### src/logic/cpu_pkg.sv
package cpu_pkg;

	localparam int opcode_w = 6;
	localparam int reg_addr_w = 5;

	// Control-flow opcodes
	localparam logic [opcode_w-1:0] op_ty_b = 6'h26;
	localparam logic [opcode_w-1:0] op_ty_bz = 6'h27;
	localparam logic [opcode_w-1:0] op_ty_j = 6'h24;
	localparam logic [opcode_w-1:0] op_jr = 6'h25;

	localparam logic sub_beq = 1'b0;
	localparam logic sub_bne = 1'b1;

	localparam logic [3:0] sub_beqz = 4'd2;
	localparam logic [3:0] sub_bnez = 4'd3;
	localparam logic [3:0] sub_bgez = 4'd4;
	localparam logic [3:0] sub_bltz = 4'd5;
	localparam logic [3:0] sub_bgtz = 4'd6;
	localparam logic [3:0] sub_blez = 4'd7;

	localparam logic sub_jal = 1'b1; // 0 is a plain jump

	localparam logic [reg_addr_w-1:0] link_reg = 5'd30;

	typedef struct packed {
		logic [opcode_w-1:0] opcode;
		logic [reg_addr_w-1:0] rt;
		logic [reg_addr_w-1:0] ra;
		logic sub_op_b;
		logic pad;
		logic [13:0] imm14;
	} b_fmt_t;

	typedef struct packed {
		logic [opcode_w-1:0] opcode;
		logic [reg_addr_w-1:0] rt;
		logic [3:0] sub_op_bz;
		logic pad;
		logic [15:0] imm16;
	} bz_fmt_t;

	typedef struct packed {
		logic [opcode_w-1:0] opcode;
		logic sub_op_j;
		logic pad;
		logic [23:0] imm24;
	} j_fmt_t;

	typedef struct packed {
		logic [opcode_w-1:0] opcode;
		logic [4:0] pad_hi;
		logic [reg_addr_w-1:0] rb;
		logic [15:0] pad_lo;
	} jr_fmt_t;

	// One instruction word, four views
	typedef union packed {
		b_fmt_t b_fmt;
		bz_fmt_t bz_fmt;
		j_fmt_t j_fmt;
		jr_fmt_t jr_fmt;
	} instr_u;

	typedef struct packed {
		logic [31:0] pc;
		logic [31:0] next_pc;
		logic link;
	} trace_t;

endpackage

### src/logic/branch_intf.sv
`timescale 1ns/1ps

interface branch_intf;
	// Decoded fields
	logic [cpu_pkg::opcode_w-1:0] opcode;
	logic sub_op_b;
	logic [3:0] sub_op_bz;
	logic sub_op_j;
	logic [13:0] imm14;
	logic [15:0] imm16;
	logic [23:0] imm24;
	logic [cpu_pkg::reg_addr_w-1:0] rt;
	logic [cpu_pkg::reg_addr_w-1:0] ra;
	logic [cpu_pkg::reg_addr_w-1:0] rb;

	// Operand flags from the register file
	logic rt_ra_equal;
	logic rt_zero;
	logic rt_negative;
	logic [31:0] rb_data;

	modport dec (output opcode, sub_op_b, sub_op_bz, sub_op_j, imm14, imm16, imm24,
		rt, ra, rb);
	modport opr (input rt, ra, rb, output rt_ra_equal, rt_zero, rt_negative, rb_data);
	modport pc (input opcode, sub_op_b, sub_op_bz, sub_op_j, imm14, imm16, imm24,
		rt, ra, rb, rt_ra_equal, rt_zero, rt_negative, rb_data);

endinterface

### src/logic/branch_decode.sv
`timescale 1ns/1ps

module branch_decode (
	input cpu_pkg::instr_u instr,
	branch_intf.dec bus
);

	always_comb begin
		bus.opcode = instr.b_fmt.opcode;
		bus.sub_op_b = 1'b0;
		bus.sub_op_bz = 4'd0; // No BZ condition matches zero
		bus.sub_op_j = 1'b0;
		bus.imm14 = '0;
		bus.imm16 = '0;
		bus.imm24 = '0;
		bus.rt = '0;
		bus.ra = '0;
		bus.rb = '0;

		case (instr.b_fmt.opcode)
			cpu_pkg::op_ty_b: begin
				bus.rt = instr.b_fmt.rt;
				bus.ra = instr.b_fmt.ra;
				bus.sub_op_b = instr.b_fmt.sub_op_b;
				bus.imm14 = instr.b_fmt.imm14;
			end
			cpu_pkg::op_ty_bz: begin
				bus.rt = instr.bz_fmt.rt;
				bus.sub_op_bz = instr.bz_fmt.sub_op_bz;
				bus.imm16 = instr.bz_fmt.imm16;
			end
			cpu_pkg::op_ty_j: begin
				bus.sub_op_j = instr.j_fmt.sub_op_j;
				bus.imm24 = instr.j_fmt.imm24;
			end
			cpu_pkg::op_jr: begin
				bus.rb = instr.jr_fmt.rb;
			end
			default: ; // Falls through to PC+4
		endcase
	end

	// Reserved JR bits must be clear
	always_comb begin
		if (instr.jr_fmt.opcode == cpu_pkg::op_jr) begin
			jr_pad_zero: assert (instr.jr_fmt.pad_hi == '0 && instr.jr_fmt.pad_lo == '0)
				else $error("JR word has nonzero pad bits");
		end
	end

endmodule

### src/logic/fetch_top.sv
`timescale 1ns/1ps

module fetch_top #(
	parameter int CREDITS = 4,
	parameter logic [31:0] RESET_PC = 32'h0
) (
	input logic clock,
	input logic reset,
	output logic [31:0] fetch_pc,
	input logic [31:0] instr,
	input logic reg_wr_en,
	input logic [cpu_pkg::reg_addr_w-1:0] reg_wr_addr,
	input logic [31:0] reg_wr_data,
	output logic trace_valid,
	output cpu_pkg::trace_t trace_rec,
	input logic credit_return
);

	branch_intf bus ();

	logic [31:0] current_pc;
	logic [31:0] next_pc;
	logic do_jump_link;
	logic enable_pc;
	logic link_en;

	assign fetch_pc = current_pc;
	assign link_en = do_jump_link & enable_pc; // Only when the JAL executes

	branch_decode i_branch_decode (
		.instr(instr),
		.bus(bus.dec)
	);

	operand_read i_operand_read (
		.clock(clock),
		.reset(reset),
		.reg_wr_en(reg_wr_en),
		.reg_wr_addr(reg_wr_addr),
		.reg_wr_data(reg_wr_data),
		.link_en(link_en),
		.link_data(current_pc + 32'd4),
		.bus(bus.opr)
	);

	pc_unit #(.RESET_PC(RESET_PC)) i_pc_unit (
		.clock(clock),
		.reset(reset),
		.enable_pc(enable_pc),
		.bus(bus.pc),
		.current_pc(current_pc),
		.next_pc(next_pc),
		.do_jump_link(do_jump_link)
	);

	trace_out #(.CREDITS(CREDITS)) i_trace_out (
		.clock(clock),
		.reset(reset),
		.credit_return(credit_return),
		.cur_pc(current_pc),
		.nxt_pc(next_pc),
		.link(do_jump_link),
		.enable_pc(enable_pc),
		.trace_valid(trace_valid),
		.trace_rec(trace_rec)
	);

endmodule

### src/logic/operand_read.sv
`timescale 1ns/1ps

module operand_read (
	input logic clock,
	input logic reset,
	input logic reg_wr_en,
	input logic [cpu_pkg::reg_addr_w-1:0] reg_wr_addr,
	input logic [31:0] reg_wr_data,
	input logic link_en,
	input logic [31:0] link_data,
	branch_intf.opr bus
);

	logic [31:0] regs [32];
	logic [31:0] rt_data;
	logic [31:0] ra_data;

	always_ff @(posedge clock) begin
		if (reset) begin
			for (int i = 0; i < 32; i++) begin
				regs[i] <= '0;
			end
		end else if (link_en) begin
			regs[cpu_pkg::link_reg] <= link_data; // Link beats preload
		end else if (reg_wr_en && reg_wr_addr != '0) begin
			regs[reg_wr_addr] <= reg_wr_data;
		end
	end

	// r0 is never written
	assign rt_data = regs[bus.rt];
	assign ra_data = regs[bus.ra];
	assign bus.rb_data = regs[bus.rb];

	// Branch flags
	assign bus.rt_ra_equal = (rt_data == ra_data);
	assign bus.rt_zero = (rt_data == 32'd0);
	assign bus.rt_negative = rt_data[31]; // Sign bit

endmodule

### src/logic/pc_unit.sv
`timescale 1ns/1ps

module pc_unit #(
	parameter logic [31:0] RESET_PC = 32'h0
) (
	input logic clock,
	input logic reset,
	input logic enable_pc,
	branch_intf.pc bus,
	output logic [31:0] current_pc,
	output logic [31:0] next_pc,
	output logic do_jump_link
);

	localparam logic [2:0] sel_pc4 = 3'd0;
	localparam logic [2:0] sel_imm14 = 3'd1;
	localparam logic [2:0] sel_imm16 = 3'd2;
	localparam logic [2:0] sel_imm24 = 3'd3;
	localparam logic [2:0] sel_reg = 3'd4;

	logic [2:0] select_pc;
	logic bz_taken;

	always_ff @(posedge clock) begin
		if (reset) begin
			current_pc <= RESET_PC;
		end else if (enable_pc) begin
			current_pc <= next_pc;
		end
	end

	// Branch-on-zero conditions
	always_comb begin
		case (bus.sub_op_bz)
			cpu_pkg::sub_beqz: bz_taken = bus.rt_zero;
			cpu_pkg::sub_bnez: bz_taken = !bus.rt_zero;
			cpu_pkg::sub_bgez: bz_taken = !bus.rt_negative;
			cpu_pkg::sub_bltz: bz_taken = bus.rt_negative;
			cpu_pkg::sub_bgtz: bz_taken = !bus.rt_zero && !bus.rt_negative;
			cpu_pkg::sub_blez: bz_taken = bus.rt_zero || bus.rt_negative;
			default: bz_taken = 1'b0;
		endcase
	end

	always_comb begin
		case (bus.opcode)
			cpu_pkg::op_ty_b: begin
				// BEQ wants equal, BNE wants unequal
				if (bus.rt_ra_equal == (bus.sub_op_b == cpu_pkg::sub_beq))
					select_pc = sel_imm14;
				else
					select_pc = sel_pc4;
			end
			cpu_pkg::op_ty_bz: select_pc = bz_taken ? sel_imm16 : sel_pc4;
			cpu_pkg::op_ty_j: select_pc = sel_imm24;
			cpu_pkg::op_jr: select_pc = sel_reg;
			default: select_pc = sel_pc4;
		endcase
	end

	// Targets relative to this instruction's PC
	always_comb begin
		case (select_pc)
			sel_imm14: next_pc = current_pc + {{17{bus.imm14[13]}}, bus.imm14, 1'b0};
			sel_imm16: next_pc = current_pc + {{15{bus.imm16[15]}}, bus.imm16, 1'b0};
			sel_imm24: next_pc = current_pc + {{7{bus.imm24[23]}}, bus.imm24, 1'b0};
			sel_reg: next_pc = bus.rb_data;
			default: next_pc = current_pc + 32'd4;
		endcase
	end

	assign do_jump_link = (bus.opcode == cpu_pkg::op_ty_j) && (bus.sub_op_j == cpu_pkg::sub_jal);

	pc_halfword: assert property (@(posedge clock) disable iff (reset) current_pc[0] == 1'b0)
		else $error("PC lost halfword alignment");

endmodule

### src/logic/trace_out.sv
`timescale 1ns/1ps

module trace_out #(
	parameter int CREDITS = 4
) (
	input logic clock,
	input logic reset,
	input logic credit_return,
	input logic [31:0] cur_pc,
	input logic [31:0] nxt_pc,
	input logic link,
	output logic enable_pc,
	output logic trace_valid,
	output cpu_pkg::trace_t trace_rec
);

	localparam int cnt_w = $clog2(CREDITS + 1);

	logic [cnt_w-1:0] credit_cnt;

	assign enable_pc = (credit_cnt != '0);

	// Credit leaves with the record it pays for
	always_ff @(posedge clock) begin
		if (reset) begin
			credit_cnt <= cnt_w'(CREDITS);
			trace_valid <= 1'b0;
		end else begin
			credit_cnt <= credit_cnt - cnt_w'(enable_pc) + cnt_w'(credit_return);
			trace_valid <= enable_pc;
		end
	end

	always_ff @(posedge clock) begin
		if (enable_pc) begin
			trace_rec.pc <= cur_pc;
			trace_rec.next_pc <= nxt_pc;
			trace_rec.link <= link;
		end
	end

	// A return with every credit home would push the count past the limit
	credit_bound: assert property (@(posedge clock) disable iff (reset)
		credit_return |-> credit_cnt < cnt_w'(CREDITS))
		else $error("Credit returned with none outstanding");

endmodule

### config.mk
export PLATFORM = sky130hd
export DESIGN_NAME = fetch_top
export DESIGN_NICKNAME = d
export VERILOG_FILES = /design/src/logic/cpu_pkg.sv /design/src/logic/branch_intf.sv /design/src/logic/branch_decode.sv /design/src/logic/fetch_top.sv /design/src/logic/operand_read.sv /design/src/logic/pc_unit.sv /design/src/logic/trace_out.sv
export SDC_FILE = /design/constraint.sdc
export NUM_CORES = 2
export LEC_CHECK = 0
export BUFFER_PORTS_ARGS = -buffer_cell sky130_fd_sc_hd__buf_2
export CORE_MARGIN = 1.5
export CORE_UTILIZATION = 25
export DETAILED_ROUTE_END_ITERATION = 7
export PLACE_DENSITY_LB_ADDON = 0.05
export SETUP_SLACK_MARGIN = 0.2
export SYNTH_ARGS = -nofsm -noshare
export SYNTH_HDL_FRONTEND = slang
export SYNTH_HIERARCHICAL = 1
export SYNTH_SLANG_ARGS = --single-unit
### constraint.sdc
create_clock -name clock -period 7.18 [get_ports clock]
set_input_delay 0.359 -clock clock [delete_from_list [all_inputs] [get_ports clock]]
set_output_delay 0.359 -clock clock [all_outputs]
set_load 0.05 [all_outputs]
==> results.py <==
metrics = {
    "clocking": {
        "clockBufferDepth": 4,
        "cts.reportedPaths.clkPinSlew_ps": 60,
        "htree_levels": 4,
        "cts_tree": "yes",
        "root_buffer": "clkbuf_16",
        "clk-insertion-delay-late_ps": 870,
        "cts_buffers": 157,
        "cts.sink_count": 1125,
    },
    "synth": {
        "synth_cells": 4857,
        "ys_seq_area_frac": 0.476,
        "synth_compound_area_frac": 0.0519,
        "ys_ff_latch": 1125,
        "synthFlopType": "edfxtp_1",
        "synth_xor_area_frac": 0.0134,
        "yosys.area.top_type_share": 0.466,
        "ys.warnings.count": 6,
        "yosys.area_share.simple": 0.131,
        "synth-edff-count": 1089,
        "yosys.area.top_type": "edfxtp_1",
        "ys_async_sr_fraction": 0,
        "synth-adder-area-share": 0.00752,
        "synth_top_family_by_area": "multiplexers",
        "synth.distinct_cells": 94,
        "netlist_area_um2": 70200,
        "synthMuxAreaShare": 0.288,
        "synthTopCellsByArea": "edfxtp_1, mux4_2, and2_1",
        "avgSynthCellArea_um2": 14.5,
    },
    "power_and_ir_drop": {
        "vdd_drop_max_mv": 0.141,
        "p_per_area_nw_per_um2": 225,
        "power_mw": 19.6,
        "p_leak_nw": 29.4,
    },
    "worst_setup_path": {
        "rr_endpoint": "i_pc_unit/current_pc[28]$_SDFFE_PP0P_",
        "critPathMaxFanout": 9,
        "reg2reg_from": "i_operand_read/regs[28][0]$_SDFFCE_PN0P_",
        "cp-end-kind": "register",
        "start_kind": "primary input",
        "rr_worst_depth": 26,
        "max_stage_delay_ps": 510,
        "required_ps": 7850,
        "ff2ff_setup_slack_ps": 560,
        "slowest_stage": "mux4_2",
        "arrival_ps": 7610,
        "path_class": "in -> reg",
        "crit_top_cell": "buf_4",
    },
    "global_route": {
        "grt_pass1_vias": 50681,
        "grt_usage": 0.267,
        "overflow": 0,
        "grt_pass1_wl_um": 507000,
        "grt_max_degree": 70,
        "grt_antenna_before_repair": 72,
    },
    "min_path": {
        "hp-class": "in -> reg",
        "min_from": "reg_wr_data[16]",
        "min_path_cells": 2,
        "whs_endpoint": "i_operand_read/regs[22][16]$_SDFFCE_PN0P_",
    },
    "layout": {
        "multi_input_area_um2": 35800,
        "drive_above_1_share": 0.393,
        "area_delta_synth_final_pct": 24.1,
        "register_area_um2": 33400,
        "layout_commonest_cell": "edfxtp_1",
        "stdcell_area_um2": 87100,
        "final_cell_mix": "edfxtp_1, and2_1, mux4_2",
        "fillers": 27503,
        "stdcell_count": 9302,
        "nets": 5533,
        "fin_util": 0.312,
    },
    "die": {
        "row_count": 194,
        "core_area_um2": 279000,
        "dieWidth_um": 533,
        "fp.dieH_um": 533,
        "die-area_um2": 284000,
        "pin_count": 171,
        "initial_utilization": 0.251,
    },
    "place": {
        "dp_hpwl_um": 247000,
        "dpl_cell_area_um2": 80400,
        "place.gp.congestion": 0.834,
        "place_ws_ps": -1880,
        "dp_cells": 8916,
        "port_buffers": 170,
    },
    "drt": {
        "drc_errors": 12,
        "vias": 51777,
        "ant_nets": 1,
        "drt_iter0_drc": 6190,
        "first_pass_iters": 7,
        "wl_per_cell_um": 41.6,
        "drt_wl_total_um": 387000,
        "via_per_inst": 5.57,
    },
    "run_status": {
        "status": "complete, but fails checks",
        "violations": "antenna violations, design-rule violations",
    },
    "sta": {
        "slew_headroom": 0.131,
        "worst_pin_slew_ps": 1300,
        "slew_viol_final": 0,
        "post-route-min-period_ps": 6940,
        "setup_violations": 0,
        "worst_slack_ps": 239,
        "post-route-period-util": 0.967,
        "max_freq_mhz": 144,
        "rsz0062_at_grt": "yes",
        "skew_ps": 50.9,
        "hold_viol_final": 0,
    },
    "job": {
        "maxCapViolations": 0,
    },
}
## registers in the layout, indices dropped and copies added (netlist names)
signal                   cells
i_trace_out/credit_cnt       3
i_trace_out/trace_valid      1
i_trace_out/trace_rec       65
i_pc_unit/current_pc        32
i_operand_read/regs       1024
## report_power, final
| group | leakage (nW) | internal (mW) | switching [mW] |
|---|---|---|---|
| combinational | 16.2 | 1.15 | 2.30 |
| clock | 2.40 | 4.60 | 3.22 |
| sequential | 10.8 | 7.80 | 0.561 |
## what timing repair did
| item | CTS | global route |
|---|---|---|
| endpoints found under the hold margin | 1 | 0 |
| endpoints found under the setup margin | 38 | 36 |
| pin swaps | 14 | 41 |
| buffers inserted | 18 | 42 |
| gates resized for setup | 65 | 99 |
| gates cloned | 4 | 3 |
| hold buffers | 1 | 0 |
## final cells by class
type                       instances  share of cell area
clock inverter                    78             0.00866
timing repair buffer             874              0.0928
tap                             3724              0.0535
sequential                      1125               0.384
clock buffer                     189              0.0477
inverter                          23             0.00102
antenna                           51             0.00147
multi-input combinational       3238               0.411
## routing by layer
metal,GRT usage,vias up,wire (um)
met5,0,-,79
met4,0.0755,12,12300
met3,0.0357,496,26700
met2,0.419,2578,177000
met1,0.384,28191,171000
li1,-,20500,-
## Yosys cell counts, drive strengths merged (45+ instances only)
| cell | number |
|---|---|
| mux4 | 819 |
| a221oi | 45 |
| and3 | 102 |
| buf | 160 |
| xnor2 | 58 |
| a22oi | 98 |
| mux2i | 132 |
| a21oi | 97 |
| o21ai | 48 |
| nand3 | 53 |
| nand2 | 117 |
| xor2 | 47 |
| and2 | 992 |
| nor2 | 133 |
| edfxtp | 1089 |
| clkbuf | 342 |
## through the flow
stage               setup TNS [ps]  hold slack (ps)
finish                           0              130
global route                     0              154
CTS                              0             95.5
detailed placement          -56450              620
global placement            -60750              623
floorplan                        0              423
## kinds of logic (layout without fill, tap and decap cells)
logic type	count (synthesis)	after routing
other	1	83
and+or+nand+nor	1568	1568
buffers and inverters	525	1164
DFF	1125	1125
adders and majority gates	41	41
AOI/OAI and AO/OA	503	503
muxes	988	988
xor gates and xnor gates	106	106
## worst max path at each step
stage / endpoint / depth (start not counted) / startpoint / slack (ps)
CTS: i_pc_unit/current_pc[31]$_SDFFE_PP0P_ / 32 / instr[30] / 180
global placement: i_pc_unit/current_pc[28]$_SDFFE_PP0P_ / 32 / instr[29] / -1970
floorplan: i_trace_out/trace_rec[31]$_DFFE_PN_ / 30 / instr[29] / 410
global route: i_trace_out/trace_rec[31]$_DFFE_PN_ / 32 / instr[29] / 150
detailed placement: i_pc_unit/current_pc[31]$_SDFFE_PP0P_ / 32 / instr[29] / -1880
finish: i_pc_unit/current_pc[28]$_SDFFE_PP0P_ / 32 / instr[29] / 240
## worst max-delay path, delay by kind of cell
kind / cells / cell delay [ps]
AOI/OAI and AO/OA: 9 / 1990
xor gates and xnor gates: 2 / 230
adders and majority gates: 1 / 190
buffers and inverters: 8 / 1220
muxes: 4 / 1570
and+or+nand+nor: 8 / 2010
Note: power is estimated with default switching activity, not from simulation.
